File: src/include/bubl_defines.svh
`ifndef BUBL_DEFINES_SVH
`define BUBL_DEFINES_SVH

////////////////////
// Bus widths

`define BUBL_ADDR_W        16   // Main CPU address
`define BUBL_DATA_W        8
`define BUBL_ROM_ADDR_W    18   // Byte address into the main ROM region

////////////////////
// ROM banking

`define BUBL_BANK_W        3
// Banked window starts two 16kB pages above the fixed area
`define BUBL_BANK_BASE     2
`define BUBL_BUBL_BANK_XOR 4    // Bubble Bobble inverts the top bank bit

////////////////////
// Fixed read values

// Nothing mapped at the address
`define BUBL_FILL          8'hFF
`define BUBL_TOKIO_COMM    8'hBF  // Tokio shared RAM is not fitted
// Default vector, the MCU never rewrites it here
`define BUBL_INT_VECTOR    8'h2E

`endif

File: src/bubl_pkg.sv
`include "bubl_defines.svh"

package bubl_pkg;

////////////////////
// Game selection

// Picks the memory map of the board
typedef enum logic {
    GAME_BUBL  = 1'b0,
    GAME_TOKIO = 1'b1
} game_t;

////////////////////
// Main CPU bus

typedef struct packed {
    logic [`BUBL_ADDR_W-1:0] addr;
    logic [`BUBL_DATA_W-1:0] wdata;
    logic                    mreq_n;
    logic                    iorq_n;
    logic                    rd_n;
    logic                    wr_n;
} cpu_bus_t;

// One bit per decoded window
typedef struct packed {
    logic rom;
    logic vram;
    logic work;
    logic pal;
    logic comm;     // Shared RAM with the MCU
    logic sound;
    logic misc;     // Write only
    logic flip;     // Write only, Tokio
    logic sub_nmi;  // Write only
    logic cabinet;  // Read only, Tokio
} sel_t;

////////////////////
// Cabinet

typedef struct packed {
    logic [1:0] start_button;
    logic [1:0] coin;
    logic [5:0] joy1;
    logic [5:0] joy2;
    logic [7:0] dipsw_a;
    logic [7:0] dipsw_b;
} cab_in_t;

// Read data sources, listed in priority order
typedef enum logic [3:0] {
    RD_ROM, RD_VRAM, RD_PAL, RD_WORK, RD_COMM,
    RD_VECTOR, RD_SOUND, RD_CAB, RD_FILL
} rd_src_t;

endpackage

File: src/bubl_addr_decode.sv
`timescale 1ns/1ns
`include "bubl_defines.svh"

module bubl_addr_decode (
    input  bubl_pkg::cpu_bus_t bus,
    input  bubl_pkg::game_t    game,
    output bubl_pkg::sel_t     sel
);

logic [`BUBL_ADDR_W-1:0] a;
logic                    mem;
logic                    mem_wr;
logic                    mem_rd;

assign a      = bus.addr;
assign mem    = !bus.mreq_n;
assign mem_wr = mem && !bus.wr_n;
assign mem_rd = mem && bus.wr_n;   // Anything that is not a write

////////////////////
// Common windows

always_comb begin
    sel = '0;

    sel.rom  = mem && (!a[15] || a[15:14] == 2'b10);      // 0000-BFFF
    sel.vram = mem && a[15:13] == 3'b110;                 // C000-DFFF
    sel.work = mem && a[15:13] == 3'b111 && a[12:11] != 2'b11;
    sel.pal  = mem && a[15:9] == 7'b1111_100;             // F800-F9FF

    ////////////////////
    // Game dependent windows

    if (game == bubl_pkg::GAME_TOKIO) begin
        sel.sound   = mem    && a[15:7] == 9'b1111_1100_0;  // FC00-FC7F
        sel.misc    = mem_wr && a[15:7] == 9'b1111_1010_1;  // FA80-FAFF
        sel.flip    = mem_wr && a[15:7] == 9'b1111_1011_0;  // FB00-FB7F
        sel.sub_nmi = mem_wr && a[15:7] == 9'b1111_1011_1;  // FB80-FBFF
        sel.comm    = mem    && a[15:9] == 7'b1111_111;     // FE00-FFFF
        // Shares FA00 with the watchdog, which is gone
        sel.cabinet = mem_rd && a[15:7] == 9'b1111_1010_0;
    end else begin
        sel.sound   = mem    && a[15:7] == 9'b1111_1010_0;   // FA00-FA7F
        sel.misc    = mem_wr && a[15:6] == 10'b1111_1011_01; // FB40-FB7F
        sel.sub_nmi = mem_wr && a[15:6] == 10'b1111_1011_00; // FB00-FB3F
        sel.comm    = mem    && a[15:10] == 6'b1111_11;      // FC00-FFFF
        // Flip lives in the misc register, cabinet goes through the MCU
    end
end

endmodule

File: src/bubl_cab_inputs.sv
`timescale 1ns/1ns
`include "bubl_defines.svh"

module bubl_cab_inputs (
    input                             clk24,
    input  bubl_pkg::cab_in_t         cab,
    input  [2:0]                      addr_low,
    output logic [`BUBL_DATA_W-1:0]   cab_byte
);

// Player byte as the board wires it, inputs are active low upstream
function automatic logic [7:0] player_byte(
    input logic       start,
    input logic [5:0] joy
);
    player_byte = {1'b1, start, joy[4], joy[5], joy[3:2], joy[0], joy[1]};
endfunction

////////////////////
// Port latch

// Registered here, the read mux adds one more stage on top
always_ff @(posedge clk24) begin
    case (addr_low)
        3'd3: cab_byte <= cab.dipsw_a;
        3'd4: cab_byte <= cab.dipsw_b;
        3'd5: cab_byte <= {4'hF, ~cab.coin, 2'b11};  // Upper nibble unused
        3'd6: cab_byte <= player_byte(cab.start_button[0], cab.joy1);
        3'd7: cab_byte <= player_byte(cab.start_button[1], cab.joy2);
        default: cab_byte <= `BUBL_FILL;
    endcase
end

endmodule

File: src/bubl_ctrl_regs.sv
`timescale 1ns/1ns
`include "bubl_defines.svh"

module bubl_ctrl_regs (
    input                                 clk24,
    input                                 rst,
    input  bubl_pkg::game_t               game,
    input  bubl_pkg::cpu_bus_t            bus,
    input  bubl_pkg::sel_t                sel,
    output logic [`BUBL_ROM_ADDR_W-1:0]   rom_addr,
    output logic                          black_n,
    output logic                          flip,
    output logic                          sub_rst_n,
    output logic                          mcu_rst
);

localparam logic [`BUBL_BANK_W-1:0] BANK_XOR  = `BUBL_BUBL_BANK_XOR;
localparam logic [`BUBL_BANK_W:0]   BANK_BASE = `BUBL_BANK_BASE;

logic [`BUBL_BANK_W-1:0] bank;
logic [`BUBL_BANK_W:0]   bank_page;
logic                    tokio;
logic                    flip_we;

assign tokio   = game == bubl_pkg::GAME_TOKIO;
assign flip_we = tokio ? sel.flip : sel.misc;  // BB keeps flip in misc

////////////////////
// Misc register

always_ff @(posedge clk24, posedge rst) begin
    if (rst) begin
        bank      <= '0;
        black_n   <= 1'b0;
        sub_rst_n <= 1'b0;   // Sub CPU held until the game releases it
        mcu_rst   <= 1'b1;
        flip      <= 1'b0;
    end else begin
        if (sel.misc) begin
            black_n <= bus.wdata[6];
            if (tokio) begin
                bank      <= bus.wdata[2:0];
                sub_rst_n <= 1'b1;
                mcu_rst   <= 1'b1;
            end else begin
                bank      <= bus.wdata[2:0] ^ BANK_XOR;
                sub_rst_n <= bus.wdata[4];
                mcu_rst   <= ~bus.wdata[5];
            end
        end
        if (flip_we)
            flip <= bus.wdata[7];
    end
end

////////////////////
// ROM address

assign bank_page = {1'b0, bank} + BANK_BASE;  // Skip the two fixed pages

assign rom_addr = bus.addr[15] ?
    {bank_page, bus.addr[13:0]} :                            // 8000-BFFF banked
    {{(`BUBL_ROM_ADDR_W-15){1'b0}}, bus.addr[14:0]};         // Fixed 32kB

endmodule

File: src/bubl_main_bus.sv
`timescale 1ns/1ns
`include "bubl_defines.svh"

module bubl_main_bus (
    input                                 clk24,
    input                                 rst,
    input  bubl_pkg::game_t               game,
    input  bubl_pkg::cpu_bus_t            bus,
    input  bubl_pkg::cab_in_t             cab,
    // External memories
    input        [`BUBL_DATA_W-1:0]       rom_data,
    input        [`BUBL_DATA_W-1:0]       vram_dout,
    input        [`BUBL_DATA_W-1:0]       pal_dout,
    input        [`BUBL_DATA_W-1:0]       work_dout,
    input        [`BUBL_DATA_W-1:0]       comm_dout,
    // Sound CPU side
    input        [`BUBL_DATA_W-1:0]       main_latch,
    input                                 snd_flag,
    input                                 main_stb,
    output       [`BUBL_DATA_W-1:0]       rd_data,
    output       [`BUBL_ROM_ADDR_W-1:0]   rom_addr,
    output                                rom_cs,
    output                                vram_cs,
    output                                pal_cs,
    output                                work_cs,
    output                                sub_nmi,
    output                                black_n,
    output                                flip,
    output                                sub_rst_n,
    output                                mcu_rst,
    output       [`BUBL_DATA_W-1:0]       snd_latch,
    output                                snd_stb,
    output                                snd_rstn,
    output                                main_flag
);

bubl_pkg::sel_t          sel;
logic [`BUBL_DATA_W-1:0] cab_byte;

assign rom_cs  = sel.rom;
assign vram_cs = sel.vram;
assign pal_cs  = sel.pal;
assign work_cs = sel.work;
assign sub_nmi = sel.sub_nmi;   // Level while the write lasts

////////////////////
// Input side

bubl_cab_inputs u_cab (
    .clk24      ( clk24         ),
    .cab        ( cab           ),
    .addr_low   ( bus.addr[2:0] ),
    .cab_byte   ( cab_byte      )
);

////////////////////
// Decode and control

bubl_addr_decode u_decode (
    .bus        ( bus           ),
    .game       ( game          ),
    .sel        ( sel           )
);

bubl_ctrl_regs u_ctrl (
    .clk24      ( clk24         ),
    .rst        ( rst           ),
    .game       ( game          ),
    .bus        ( bus           ),
    .sel        ( sel           ),
    .rom_addr   ( rom_addr      ),
    .black_n    ( black_n       ),
    .flip       ( flip          ),
    .sub_rst_n  ( sub_rst_n     ),
    .mcu_rst    ( mcu_rst       )
);

////////////////////
// Output side

bubl_read_mux u_rdmux (
    .clk24      ( clk24         ),
    .rst        ( rst           ),
    .bus        ( bus           ),
    .sel        ( sel           ),
    .game       ( game          ),
    .rom_data   ( rom_data      ),
    .vram_dout  ( vram_dout     ),
    .pal_dout   ( pal_dout      ),
    .work_dout  ( work_dout     ),
    .comm_dout  ( comm_dout     ),
    .main_latch ( main_latch    ),
    .snd_flag   ( snd_flag      ),
    .main_flag  ( main_flag     ),
    .cab_byte   ( cab_byte      ),
    .rd_data    ( rd_data       )
);

bubl_sound_link u_sound (
    .clk24      ( clk24         ),
    .rst        ( rst           ),
    .bus        ( bus           ),
    .sel        ( sel           ),
    .main_stb   ( main_stb      ),
    .snd_latch  ( snd_latch     ),
    .snd_stb    ( snd_stb       ),
    .snd_rstn   ( snd_rstn      ),
    .main_flag  ( main_flag     )
);

endmodule

File: src/bubl_read_mux.sv
`timescale 1ns/1ns
`include "bubl_defines.svh"

module bubl_read_mux (
    input                               clk24,
    input                               rst,
    input  bubl_pkg::cpu_bus_t          bus,
    input  bubl_pkg::sel_t              sel,
    input  bubl_pkg::game_t             game,
    input        [`BUBL_DATA_W-1:0]     rom_data,
    input        [`BUBL_DATA_W-1:0]     vram_dout,
    input        [`BUBL_DATA_W-1:0]     pal_dout,
    input        [`BUBL_DATA_W-1:0]     work_dout,
    input        [`BUBL_DATA_W-1:0]     comm_dout,
    input        [`BUBL_DATA_W-1:0]     main_latch,
    input                               snd_flag,
    input                               main_flag,
    input        [`BUBL_DATA_W-1:0]     cab_byte,
    output logic [`BUBL_DATA_W-1:0]     rd_data
);

bubl_pkg::rd_src_t       src;
logic [`BUBL_DATA_W-1:0] next_data;

////////////////////
// Source priority

always_comb begin
    if (sel.rom)             src = bubl_pkg::RD_ROM;
    else if (sel.vram)       src = bubl_pkg::RD_VRAM;
    else if (sel.pal)        src = bubl_pkg::RD_PAL;
    else if (sel.work)       src = bubl_pkg::RD_WORK;
    else if (sel.comm)       src = bubl_pkg::RD_COMM;
    else if (!bus.iorq_n)    src = bubl_pkg::RD_VECTOR;  // Interrupt acknowledge
    else if (sel.sound)      src = bubl_pkg::RD_SOUND;
    else if (sel.cabinet)    src = bubl_pkg::RD_CAB;
    else                     src = bubl_pkg::RD_FILL;
end

always_comb begin
    case (src)
        bubl_pkg::RD_ROM:    next_data = rom_data;
        bubl_pkg::RD_VRAM:   next_data = vram_dout;
        bubl_pkg::RD_PAL:    next_data = pal_dout;
        bubl_pkg::RD_WORK:   next_data = work_dout;
        bubl_pkg::RD_COMM:   next_data = game == bubl_pkg::GAME_TOKIO ?
                                         `BUBL_TOKIO_COMM : comm_dout;
        bubl_pkg::RD_VECTOR: next_data = `BUBL_INT_VECTOR;
        // Odd offsets give the status byte, even ones the reply latch
        bubl_pkg::RD_SOUND:  next_data = bus.addr[0] ?
                                         {6'h3F, main_flag, snd_flag} : main_latch;
        bubl_pkg::RD_CAB:    next_data = cab_byte;
        default:             next_data = `BUBL_FILL;
    endcase
end

always_ff @(posedge clk24, posedge rst) begin
    if (rst)
        rd_data <= `BUBL_FILL;
    else
        rd_data <= next_data;
end

endmodule

File: src/bubl_sound_link.sv
`timescale 1ns/1ns
`include "bubl_defines.svh"

module bubl_sound_link (
    input                               clk24,
    input                               rst,
    input  bubl_pkg::cpu_bus_t          bus,
    input  bubl_pkg::sel_t              sel,
    input                               main_stb,
    output logic [`BUBL_DATA_W-1:0]     snd_latch,
    output logic                        snd_stb,
    output logic                        snd_rstn,
    output logic                        main_flag
);

logic snd_wr;
logic snd_rd;
logic latch_wr;
logic last_stb;
logic stb_rise;

assign snd_wr   = sel.sound && !bus.wr_n;
assign snd_rd   = sel.sound && !bus.rd_n;
assign latch_wr = snd_wr && bus.addr[1:0] == 2'd0;
assign stb_rise = main_stb && !last_stb;

////////////////////
// Main to sound

always_ff @(posedge clk24) begin
    if (latch_wr)
        snd_latch <= bus.wdata;
end

always_ff @(posedge clk24, posedge rst) begin
    if (rst) begin
        snd_stb  <= 1'b0;
        snd_rstn <= 1'b1;    // Sound CPU runs from power up
    end else begin
        snd_stb <= latch_wr;  // High for every written cycle
        if (snd_wr && bus.addr[1:0] == 2'd3)
            snd_rstn <= ~bus.wdata[0];
    end
end

////////////////////
// Sound to main flag

// Set by the sound side strobe, cleared when the main CPU reads the window.
// A new strobe wins over a read in the same cycle so no message is lost.
always_ff @(posedge clk24, posedge rst) begin
    if (rst) begin
        last_stb  <= 1'b0;
        main_flag <= 1'b0;
    end else begin
        last_stb <= main_stb;
        if (stb_rise)
            main_flag <= 1'b1;
        else if (snd_rd)
            main_flag <= 1'b0;
    end
end

endmodule
File: config.mk
export PLATFORM = sky130hd
export DESIGN_NAME = bubl_main_bus
export DESIGN_NICKNAME = d
export VERILOG_FILES = /design/src/bubl_pkg.sv /design/src/bubl_addr_decode.sv /design/src/bubl_cab_inputs.sv /design/src/bubl_ctrl_regs.sv /design/src/bubl_main_bus.sv /design/src/bubl_read_mux.sv /design/src/bubl_sound_link.sv
export VERILOG_INCLUDE_DIRS = /design/src /design/src/include
export SDC_FILE = /design/constraint.sdc
export NUM_CORES = 1
export LEC_CHECK = 0
export ABC_AREA = 1
export BUFFER_PORTS_ARGS = -buffer_cell sky130_fd_sc_hd__buf_2
export CAP_MARGIN = 30
export CELL_PAD_IN_SITES_DETAIL_PLACEMENT = 1
export CELL_PAD_IN_SITES_GLOBAL_PLACEMENT = 1
export CORE_UTILIZATION = 27
export DETAILED_ROUTE_END_ITERATION = 16
export HOLD_SLACK_MARGIN = 0.12
export PLACE_DENSITY_LB_ADDON = 0.1
export SLEW_MARGIN = 0
export SYNTH_ARGS = -nofsm -noshare
export SYNTH_HDL_FRONTEND = slang
export SYNTH_SLANG_ARGS = --single-unit
export TNS_END_PERCENT = 1
File: constraint.sdc
create_clock -name clk24 -period 0.9 [get_ports clk24]
set_input_delay 0 -clock clk24 [delete_from_list [all_inputs] [get_ports clk24]]
set_output_delay 0 -clock clk24 [all_outputs]
set_load 0.005 [all_outputs]
# Word level (Yosys, flattened, before mapping)
# Index checks and enable logic that the tools add are counted.
# word_totals
register_bits,35
in_bits,113
# classes
eq_ne,27
n_reduce_logical,31
addsub,1
n_mux,22
n_bitwise,4
# op_table
op,count
$pmux 8 s8,1
$eq 9x9->1 const B,5
$pmux 8 s5,1
$mux 4,8
$logic_and 1x1->1,22
$eq 10x10->1 const B,2
$eq 3x3->1 const B,6
$mux 18,1
$eq 4x3->1 const B,4
$mux 8,2
$eq 7x7->1 const B,2
$eq 4x2->1 const B,2
$mux 1,7
$eq 6x6->1 const B,1
$mux 3,2
$logic_not 1->1,5
$add 3x2->4 const B,1
$eq 2x2->1 const B,2
$eq 4x1->1 const B,1
$logic_not 4->1,1
$eq 3x2->1 const B,1
$not 1->1,3
$logic_not 2->1,1
$ne 2x2->1 const B,1
other kinds (3),3

# Depth between registers and ports, before layout
# Gate-level depths: netlist of run 1.
# logic_depth
ltp_word,14
mapped_depth,15

# Modules after synthesis
# Synthesis of run 1 repeated with hierarchy kept, for this count alone.
# unflattened
cells_unflattened,411
hier_area_um2,2800.2
# by_module_without_submodules
module,cells_per_inst,instances,area_per_inst_um2
bubl_read_mux,169,1,1052.3
bubl_cab_inputs,93,1,593.1
bubl_ctrl_regs,60,1,464.2
bubl_sound_link,28,1,407.9
bubl_addr_decode,61,1,282.8

# Worst setup path after synthesis of run 1
# Ideal clock, no wire load.
# synth_timing
kind,input-to-reg
from,input port bus[24] in the netlist's numbering
to,register u_sound.snd_latch[0] (enable)
required_time_ps,503
arrival_time_ps,1424
n_path_buf,0
stages,6
setup_slack_ps,-921
path_cell_list,nand2_1 nor2_1 nand3_1 nand2_1 nand3_1 nor4_1
# synth_between
elab_chain_len,5
# synth_lines
element,line_no,text
"start, declared",bubl_main_bus.sv:8,"input bubl_pkg::cpu_bus_t bus,"
$eq 9x9->1 (on tied branches),"bubl_addr_decode.sv:43, bubl_addr_decode.sv:35",
$logic_and 1x1->1 (on tied branches),"bubl_addr_decode.sv:43, bubl_addr_decode.sv:35",
$mux 3 (*),bubl_addr_decode.sv:34,if (game == bubl_pkg::GAME_TOKIO) begin
$logic_and 1x1->1 (*),bubl_sound_link.sv:22,assign snd_wr = sel.sound && !bus.wr_n;
$logic_and 1x1->1 (*),bubl_sound_link.sv:24,assign latch_wr = snd_wr && bus.addr[1:0] == 2'd0;
named net u_sound.latch_wr,bubl_sound_link.sv:18,logic latch_wr;
"end signal, assigned",bubl_sound_link.sv:32,snd_latch <= bus.wdata;
"end, declared",bubl_sound_link.sv:10,"output logic [`BUBL_DATA_W-1:0] snd_latch,"
# The timed path passes the listed nets; every way through them passes the cells marked *.
# A chain may end at the register's enable or synchronous reset.

# Worst setup path after layout of run 1
# layout_timing
from,register u_ctrl.bank[2]
to,output port rom_addr[16]
# layout_between
elab_chain_len,2
# layout_lines
element,line_no,text
"start, declared",bubl_ctrl_regs.sv:20,logic [`BUBL_BANK_W-1:0] bank;
"start signal, assigned",bubl_ctrl_regs.sv:42,bank <= bus.wdata[2:0];
"start signal, assigned",bubl_ctrl_regs.sv:46,bank <= bus.wdata[2:0] ^ BANK_XOR;
$add 3x2->4,bubl_ctrl_regs.sv:59,"assign bank_page = {1'b0, bank} + BANK_BASE;"
$mux 18,bubl_ctrl_regs.sv:61,assign rom_addr = bus.addr[15] ?
"end, declared",bubl_main_bus.sv:21,"output [`BUBL_ROM_ADDR_W-1:0] rom_addr,"
# Every way passes these cells.

==> impl_metrics.json, run 1 <==
{
  "maxCapViolations": 0,
  "r2r_cells": 6,
  "core_area_um2": 8258,
  "cp_max_fo": 2,
  "synth_area_um2": 2320,
  "dr.pass1.iters": 4,
  "maxSlewViolCount": 0,
  "hold_depth": 4,
  "grt_pass1_wl_mm": 18.08,
  "io_pins": 159,
  "outcome": "complete, but fails checks",
  "p_sw_share_pct": 29.45,
  "clk_pin_slew_worst_paths_ns": 0.08,
  "netlist_instances": 326,
  "slew_headroom_pct": 62.21,
  "worst_slack_ns": -0.2681,
  "drt_iter0_markers": 74,
  "crit_path_end_kind": "output port",
  "antenna_found_initial": 0,
  "die_x_um": 94.69,
  "min_period_ns": 1.168,
  "routed_wl_mm": 11.94,
  "ys_types": 38,
  "p_int_mw": 3.646,
  "dp_hpwl_mm": 7.411,
  "p_leak_nw": 2.422,
  "drc": 0,
  "fmax_mhz": 856.1,
  "gp_congestion": 0.8220,
  "final_cell_area_um2": 4840,
  "wl_per_cell_um": 16.84,
  "start_util_pct": 28.09,
  "synth_fp_nets": 440,
  "synth_seq_cells": 35,
  "crit_type": "flop to output port",
  "io_buffers": 152,
  "hold_violations": 0,
  "die_h_um": 94.69,
  "power_density_nw_per_um2": 1068,
  "antenna_cells": 0,
  "async_flop_share_pct": 54.29,
  "violations": "setup timing",
  "nets": 717,
  "ir_drop_v": 0.0006038,
  "tritoncts": "done",
  "r2r_setup_slack_ns": -0.08,
  "num_vias": 3372,
  "yosysSeqAreaShare_pct": 38.30,
  "multi_input_comb_area_um2": 1349,
  "clock_sinks": 35,
  "tightest_slew_ns": 0.5648,
  "grt_pass1_vias": 3724,
  "root_buffer": "clkbuf_8",
  "die_area_um2": 8966,
  "groute.usage.overall_pct": 26.30,
  "num_rows": 33,
  "hold_buffers": 84,
  "avgSynthCellArea_um2": 7.116,
  "ctsHtreeMaxLevel": 2,
  "finalCritPeriodShare_pct": 129.8,
  "clockBufferDepth": 2,
  "yosysWarnings": 0,
  "comb_power_share_pct": 34.6,
  "grt-ovfl-total": 0,
  "fillers": 1022,
  "vias_per_cell": 4.756,
  "setup_viol": 41,
  "pwr-share-clk_pct": 28.3,
  "insertion_delay_ns": 0.30,
  "drtAntennaViolNets": 0,
  "cts_buffers": 5,
  "arrival_ns": 1.17,
  "area_growth_pct": 108.6,
  "rsz0062_at_grt": "true",
  "grt_max_degree": 20,
  "skew_ns": 0.01277,
  "start_kind": "flop",
  "synthFlopType": "dfstp_2",
  "cp.required_ns": 0.90,
  "power_frac_seq_pct": 37.1,
  "synth-edff-count": 8,
  "regArea_um2": 888.4,
  "pre_cts_ws_ns": -0.7181,
  "placed_area_um2": 3587,
  "layout-drive-gt1-share_pct": 47.85,
  "p_sw_mw": 1.522,
  "min_path_type": "primary input to flop"
}
[flip-flops by register name, summed over array words and instances, names as in the netlist]
name / flops
u_sound.snd_latch: 8
u_ctrl.sub_rst_n: 1
u_sound.snd_rstn: 1
u_ctrl.bank: 3
u_sound.last_stb: 1
u_ctrl.mcu_rst: 1
u_ctrl.flip: 1
u_cab.cab_byte: 8
u_sound.main_flag: 1
u_rdmux.rd_data: 8
u_ctrl.black_n: 1
u_sound.snd_stb: 1
[Yosys cell counts, types with 2 or more instances]
cell | number | share of area [%]
nand3_1 | 13 | 2.8
dfxtp_1 | 8 | 6.9
inv_1 | 33 | 5.3
a21oi_1 | 9 | 1.9
nor3_1 | 5 | 1.1
nand2_1 | 96 | 16
dfstp_2 | 10 | 11
o211ai_1 | 4 | 1.3
inv_2 | 6 | 0.97
dfrtp_1 | 9 | 9.7
a221oi_1 | 2 | 0.76
nor2_4 | 2 | 0.97
buf_4 | 14 | 4.5
edfxtp_1 | 8 | 10
nand4_1 | 18 | 4.9
o21ai_0 | 17 | 3.7
a22o_1 | 11 | 4.2
clkinv_1 | 2 | 0.32
nor2_1 | 37 | 6.0
clkbuf_1 | 4 | 0.65
[power by group through the flow]
stage,clock network [mW],logic [mW],registers [mW]
3_5_place_dp,0,1.26,1.92
6_report,1.46,1.79,1.92
5_1_grt,1.54,1.94,1.93
4_1_cts,1.49,1.61,1.90
2_1_floorplan,0,0.527,1.92
3_3_place_gp,0,1.23,1.92
[per-layer routing]
metal,track usage (%),wire (um)
met1,31.31,5084
met2,48.08,6098
met3,4.428,577
met4,7.449,181
met5,0,0
[critical path: stages, from the launching register on]
cell,delay [ns]
dfrtp_1,0.39
ha_1,0.29
nand2_1,0.06
inv_1,0.03
buf_2,0.11
[per-stage QoR]
step | TNS (ns) | instances | util (%) | power, mW | hold slack, ns
floorplan | -6.419 | 326 | - | 2.449 | -0.05623
global placement | -15.40 | 614 | 43.44 | 3.148 | 0.00003458
detailed placement | -17.68 | 614 | 43.44 | 3.183 | 0.00003458
CTS | -3.617 | 708 | 56.58 | 5.001 | 0.03507
global route | -6.145 | 709 | 58.61 | 5.414 | 0.06046
finish | -3.970 | 709 | 58.61 | 5.168 | 0.06327
[layout make-up]
cell class,instances,area share (%)
timing repair buffer,290,45.01
tap,105,2.715
multi-input combinational,230,27.87
inverter,41,3.723
clock buffer,5,1.422
clock inverter,3,0.9049
sequential,35,18.36
[path summary, 6_finish.rpt]
path	startpoint	endpoint
max	u_ctrl.bank[2]$_DFFE_PP0P_	rom_addr[16]
min	cab[13]	u_cab.cab_byte[5]$_DFF_P_
max reg2reg	u_sound.main_flag$_DFFE_PP0P_	u_rdmux.rd_data[1]$_DFF_PP1_
min reg2reg	u_sound.last_stb$_DFF_PP0_	u_sound.main_flag$_DFFE_PP0P_
max in group asynchronous	rst	u_rdmux.rd_data[6]$_DFF_PP1_
min in group asynchronous	rst	u_sound.main_flag$_DFFE_PP0P_
[kinds of logic after synthesis]
kind of cell / synth area share [%]
compound gates: 14.13
xor+xnor: 0.3776
fa+ha+maj: 0.5393
buf+inv: 12.51
flops: 38.30
mux: 0.4854
simple gates: 33.66
[repair_timing]
item,in CTS,in global routing
resized for setup,33,48
pin swaps,14,17
setup buffers,2,1
setup endpoints to repair,45,51
endpoints found under the hold margin,56,2
gates cloned,0,0
[cell usage in the layout (no fill, tap or decap), drive strengths merged]
| cell type | n |
|---|---|
| a21oi | 10 |
| a221oi | 2 |
| a22o | 11 |
| a22oi | 1 |
| a31oi | 1 |
| a32o | 1 |
| buf | 205 |
| bufinv | 1 |
| clkbuf | 6 |
| clkinv | 3 |
| clkinvlp | 1 |
| dfrtp | 9 |
| dfstp | 10 |
| dfxtp | 8 |
| dlygate4sd3 | 84 |
| edfxtp | 8 |
| ha | 1 |
| inv | 39 |
| mux2 | 1 |
| nand2 | 98 |
| nand3 | 14 |
| nand4 | 18 |
| nor2 | 39 |
| nor3 | 6 |
| nor4 | 1 |
| o211ai | 4 |
| o21a | 1 |
| o21ai | 18 |
| o32ai | 1 |
| or2 | 1 |
| xor2 | 1 |
(Power assumes the default switching activity.)
==> run 2: changes to the inputs <==
==> constraint.sdc (replaced) <==
create_clock -name clk24 -period 0.9 [get_ports clk24]
set_input_delay 0.09 -clock clk24 [delete_from_list [all_inputs] [get_ports clk24]]
set_output_delay 0.09 -clock clk24 [all_outputs]
set_load 0.005 [all_outputs]
==> run 2 against run 1 <==
The run still ends with setup timing left. Worst setup slack lost 0.083 ns. Via count shrank 8.6%. Clock power shrank 16%. Register-to-register slack gained 0.04 ns. Clock-buffer cell count is the same. First-iteration DRC count shrank 24%. Hold slack lost 0.034 ns. Total power shrank 8.0%. Cell area shrank 7.4%. Combinational power shrank 9%. Clock skew shrank 0.0074 ns. Fmax shrank 6.6%. Largest cell class unchanged.
==> impl_metrics.json, run 2 (same netlist as run 1, synthesis figures left out) <==
{
  "hold_violations": 0,
  "die_area_um2": 8966,
  "dp.cells": 616,
  "nets": 681,
  "pwr-share-clk_pct": 25.7,
  "worst_slack_ns": -0.3507,
  "cp_max_fo": 2,
  "power_density_nw_per_um2": 1060,
  "num_rows": 33,
  "drc": 0,
  "setup_tns_ns": -7.419,
  "p_leak_nw": 2.261,
  "p_sw_share_pct": 31.16,
  "multi_input_comb_area_um2": 1365,
  "hold_depth": 3,
  "hold_slack_ns": 0.02948,
  "die_x_um": 94.69,
  "ctsHtreeMaxLevel": 2,
  "skew_ns": 0.005393,
  "r2r_setup_slack_ns": -0.04,
  "regArea_um2": 888.4,
  "crit_path_end_kind": "output port",
  "maxSlewViolCount": 0,
  "r2r_end": "u_rdmux.rd_data[1]$_DFF_PP1_",
  "use_met1_pct": 29.04,
  "min_period_ns": 1.251,
  "outcome": "complete, but fails checks",
  "insertion_delay_ns": 0.29,
  "grt_max_degree": 20,
  "gr-usage-met3_pct": 4.106,
  "grt_use_met2_pct": 38.37,
  "clockBufferDepth": 2,
  "start_util_pct": 28.09,
  "groute.usage.overall_pct": 22.33,
  "area_growth_pct": 93.26,
  "placed_area_um2": 3602,
  "grt_pass1_vias": 3214,
  "rsz0062_at_grt": "true",
  "gr-max-usage-layer": "met2",
  "critPathMaxStageDelay_ns": 0.42,
  "p_int_mw": 3.271,
  "violations": "setup timing",
  "layout-drive-gt1-share_pct": 50.53,
  "path_cells": "ha_4, nand2_1, inv_1, buf_2",
  "final_cell_area_um2": 4483,
  "mostFrequentLayoutCells": "buf_2, nand2_1, dlygate4sd3_1",
  "final_util_pct": 54.29,
  "gp_congestion": 0.8026,
  "io_buffers": 152,
  "r2r_cells": 6,
  "grt_pass1_wl_mm": 15.55,
  "die_h_um": 94.69,
  "cts_buffers": 5,
  "routed_wl_mm": 10.02,
  "maxCapViolations": 0,
  "hp-start": "cab[2]",
  "tritoncts": "done",
  "arrival_ns": 1.16,
  "core_area_um2": 8258,
  "pre_cts_ws_ns": -0.8320,
  "comb_power_share_pct": 34.0,
  "fillers": 1042,
  "crit_type": "flop to output port",
  "final_common_cell": "buf_2",
  "r2r_start": "u_sound.main_flag$_DFFE_PP0P_",
  "power_frac_seq_pct": 40.2,
  "vias_per_cell": 4.579,
  "drtAntennaViolNets": 0,
  "slew_headroom_pct": 78.69,
  "top_regs": "u_cab.cab_byte (8), u_rdmux.rd_data (8), u_sound.snd_latch (8)",
  "min_path_type": "primary input to flop",
  "drt_iter0_markers": 56,
  "num_vias": 3082,
  "worstPathBufferInverterCount": 2,
  "grt-ovfl-total": 0,
  "root_buffer": "clkbuf_8",
  "wl_per_cell_um": 14.88,
  "fmax_mhz": 799.6,
  "clock_sinks": 35,
  "holdPathEnd": "u_cab.cab_byte[2]$_DFF_P_",
  "antenna_cells": 0,
  "tightest_slew_ns": 0.3194,
  "dr.pass1.iters": 4,
  "clk_pin_slew_worst_paths_ns": 0.09,
  "dp_hpwl_mm": 7.285,
  "crit_family": "flip-flops",
  "hold_buffers": 48,
  "cp.required_ns": 0.81,
  "antenna_found_initial": 0,
  "critPathSlowestCell": "dfrtp_1",
  "start_kind": "flop",
  "setup_viol": 47,
  "ir_drop_v": 0.0004686,
  "finalCritPeriodShare_pct": 139.0,
  "p_sw_mw": 1.481,
  "finalPower_mw": 4.752,
  "io_pins": 159,
  "layout.cells.non_filler": 673
}
[run 2: area by class of cell]
class	instances	share of cell area, %
sequential	35	19.82
tap	105	2.931
clock buffer	5	1.535
multi-input combinational	230	30.45
clock inverter	3	0.5303
inverter	41	3.935
timing repair buffer	254	40.80
[run 2: how the worst max path moves through the flow]
stage / from / end / slack (ns) / cells past startpoint
after CTS: u_ctrl.bank[1]$_DFFE_PP0P_ / rom_addr[16] / -0.39 / 4
after floorplan: bus[21] / u_sound.snd_latch[0]$_DFFE_PP_ / -0.43 / 7
after global placement: bus[21] / u_rdmux.rd_data[4]$_DFF_PP1_ / -0.74 / 10
final: u_ctrl.bank[2]$_DFFE_PP0P_ / rom_addr[16] / -0.35 / 4
after detailed placement: bus[21] / u_rdmux.rd_data[2]$_DFF_PP1_ / -0.83 / 13
after global routing: bus[27] / u_rdmux.rd_data[5]$_DFF_PP1_ / -0.42 / 15
[run 2: tightest hold or removal path: stages]
cell	delay (ns)
buf_2	0.08
a221oi_2	0.05
nand3_1	0.07
[run 2: per-layer routing]
| metal | wire (um) | vias up |
|---|---|---|
| li1 | - | 1548 |
| met1 | 4512 | 1414 |
| met2 | 4873 | 107 |
| met3 | 499 | 13 |
| met4 | 129 | 0 |
| met5 | 0 | - |
[run 2: power by group through the flow]
stage               clock network (mW)  registers [mW]  logic, mW
floorplan                            0            1.92      0.527
global placement                     0            1.92       1.23
detailed placement                   0            1.92       1.26
CTS                               1.26            1.90       1.50
global route                      1.31            1.93       1.79
finish                            1.22            1.91       1.62
[run 2: what timing repair did]
action | CTS | global route
hold endpoints to repair | 53 | 3
setup endpoints to repair | 50 | 62
pin swaps | 12 | 17
setup buffers | 0 | 1
gates resized for setup | 40 | 39
==> run 3: changes to the inputs <==
--- a/config.mk
+++ b/config.mk
@@ -14,6 +14,7 @@
 export CORE_UTILIZATION = 27
 export DETAILED_ROUTE_END_ITERATION = 16
 export HOLD_SLACK_MARGIN = 0.12
+export MAX_ROUTING_LAYER = met4
 export PLACE_DENSITY_LB_ADDON = 0.1
 export SLEW_MARGIN = 0
 export SYNTH_ARGS = -nofsm -noshare
==> run 3 against run 2 <==
The run still ends with setup timing left. Cell area is essentially flat. Cell count is the same. Sequential cell count is the same. Fmax shrank 0.15%. Sequential share of layout area is essentially flat. Clock power is essentially flat. Clock-buffer cell count is the same. First-iteration DRC count grew 11%. Die area is the same. Sequential power is essentially flat.
==> impl_metrics.json, run 3 (same netlist as run 1, synthesis figures left out) <==
{
  "wl_met2_mm": 4.841,
  "clockBufferDepth": 2,
  "core_area_um2": 8258,
  "antenna_found_initial": 0,
  "hold_violations": 0,
  "groute.usage.overall_pct": 23.00,
  "comb_power_share_pct": 34.2,
  "cp_num_cells": 4,
  "layout-drive-gt1-share_pct": 50.88,
  "clock_sinks": 35,
  "grt_pass1_vias": 3212,
  "placed_area_um2": 3602,
  "routed_wl_mm": 10.01,
  "setup_viol": 48,
  "power_density_nw_per_um2": 1063,
  "violations": "setup timing",
  "grt_pass1_wl_mm": 15.56,
  "maxSlewViolCount": 0,
  "min_period_ns": 1.253,
  "cts_buffers": 5,
  "top_regs": "u_cab.cab_byte (8), u_rdmux.rd_data (8), u_sound.snd_latch (8)",
  "p_sw_mw": 1.489,
  "num_vias": 3093,
  "tritoncts": "done",
  "wl_per_cell_um": 14.87,
  "hold_depth": 3,
  "critPathMaxStageDelay_ns": 0.42,
  "grt_max_degree": 20,
  "clk_pin_slew_worst_paths_ns": 0.09,
  "power_frac_seq_pct": 40.1,
  "num_rows": 33,
  "drc": 0,
  "dr.max_layer_used": "met4",
  "slew_headroom_pct": 78.62,
  "dr.pass1.iters": 4,
  "fillers": 1042,
  "start_util_pct": 28.09,
  "met3_length_um": 484,
  "cp.required_ns": 0.81,
  "setup_tns_ns": -7.398,
  "cp_max_fo": 2,
  "arrival_ns": 1.16,
  "skew_ns": 0.004925,
  "area_growth_pct": 93.37,
  "crit_family": "flip-flops",
  "io_buffers": 152,
  "grt-ovfl-total": 0,
  "path_cells": "ha_4, nand2_2, inv_1, buf_2",
  "outcome": "complete, but fails checks",
  "maxCapViolations": 0,
  "rsz0062_at_grt": "true",
  "tightest_slew_ns": 0.3203,
  "p_int_mw": 3.279,
  "antenna_cells": 0,
  "drtAntennaViolNets": 0,
  "p_leak_nw": 2.259,
  "die_area_um2": 8966,
  "crit_type": "flop to output port",
  "r2r_cells": 6,
  "pre_cts_ws_ns": -0.8320,
  "ctsHtreeMaxLevel": 2,
  "hold_buffers": 48,
  "io_pins": 159,
  "fmax_mhz": 798.4,
  "vias_per_cell": 4.596,
  "start_kind": "flop",
  "finalCritPeriodShare_pct": 139.2,
  "die_h_um": 94.69,
  "dp_hpwl_mm": 7.285,
  "pwr-share-clk_pct": 25.7,
  "drt_iter0_markers": 62,
  "critPathSlowestCell": "dfrtp_1",
  "met1Wirelength_mm": 4.552,
  "ir_drop_v": 0.0004688,
  "die_x_um": 94.69,
  "mostFrequentLayoutCells": "buf_2, nand2_1, dlygate4sd3_1",
  "insertion_delay_ns": 0.29,
  "final_cell_area_um2": 4486,
  "worst_slack_ns": -0.3525,
  "worstPathBufferInverterCount": 2,
  "nets": 681,
  "gp_congestion": 0.8142,
  "root_buffer": "clkbuf_8",
  "p_sw_share_pct": 31.23,
  "crit_path_end_kind": "output port",
  "finalPower_mw": 4.768,
  "final_common_cell": "buf_2",
  "min_path_type": "primary input to flop"
}
-- run 3: cell counts in the layout (fill, tap and decap cells not counted) --
No cell type changed its count.
-- run 3: path summary, 6_finish.rpt --
check	startpoint	to	slack (ns)
hold reg to reg	u_sound.last_stb$_DFF_PP0_	u_sound.main_flag$_DFFE_PP0P_	0.42
min in group asynchronous	rst	u_ctrl.sub_rst_n$_DFFE_PP0P_	0.37
hold / removal	cab[2]	u_cab.cab_byte[2]$_DFF_P_	0.03
max in group asynchronous	rst	u_sound.snd_rstn$_DFFE_PP1P_	0.24
setup / recovery	u_ctrl.bank[2]$_DFFE_PP0P_	rom_addr[16]	-0.35
setup reg to reg	u_sound.main_flag$_DFFE_PP0P_	u_rdmux.rd_data[1]$_DFF_PP1_	-0.04
-- run 3: tightest hold or removal path, stage by stage --
cell and delay (ns):
buf_2 0.09, a221oi_2 0.05, nand3_1 0.07
-- run 3: routing by layer --
metal | up-vias | track usage [%]
met5 | - | -
met4 | 0 | 4.672
met3 | 13 | 3.704
met2 | 107 | 38.37
met1 | 1425 | 29.33
li1 | 1548 | -
-- run 3: layout make-up --
| class | instances | area (um^2) | area share, % |
|---|---|---|---|
| Timing Repair Buffer | 254 | 1829 | 40.78 |
| Clock buffer | 5 | 68.82 | 1.534 |
| Multi-Input combinational cell | 230 | 1368 | 30.49 |
| Sequential cell | 35 | 888.4 | 19.80 |
| Clock inverter | 3 | 23.77 | 0.5300 |
| Inverter | 41 | 176.4 | 3.933 |
| Tap cell | 105 | 131.4 | 2.929 |
-- run 3: repair_timing --
action                                 CTS  global route
setup buffers                            0             1
pin swaps                               12            18
gates resized for setup                 40            41
setup endpoints to repair               50            63
endpoints found under the hold margin   53             3
-- run 3: power groups by stage --
stage	sequential (mW)	clock (mW)	combinational, mW
final	1.91	1.23	1.63
after global routing	1.93	1.32	1.79
after CTS	1.90	1.26	1.50
after detailed placement	1.92	0	1.26
after global placement	1.92	0	1.23
after floorplan	1.92	0	0.527
-- run 3: stage by stage --
stage	utilization, %	cells	hold WS [ns]
floorplan	-	326	0.03377
global route	54.32	673	0.03580
CTS	52.35	672	0.02986
global placement	43.62	616	0.1378
finish	54.32	673	0.02913
detailed placement	43.62	616	0.1405
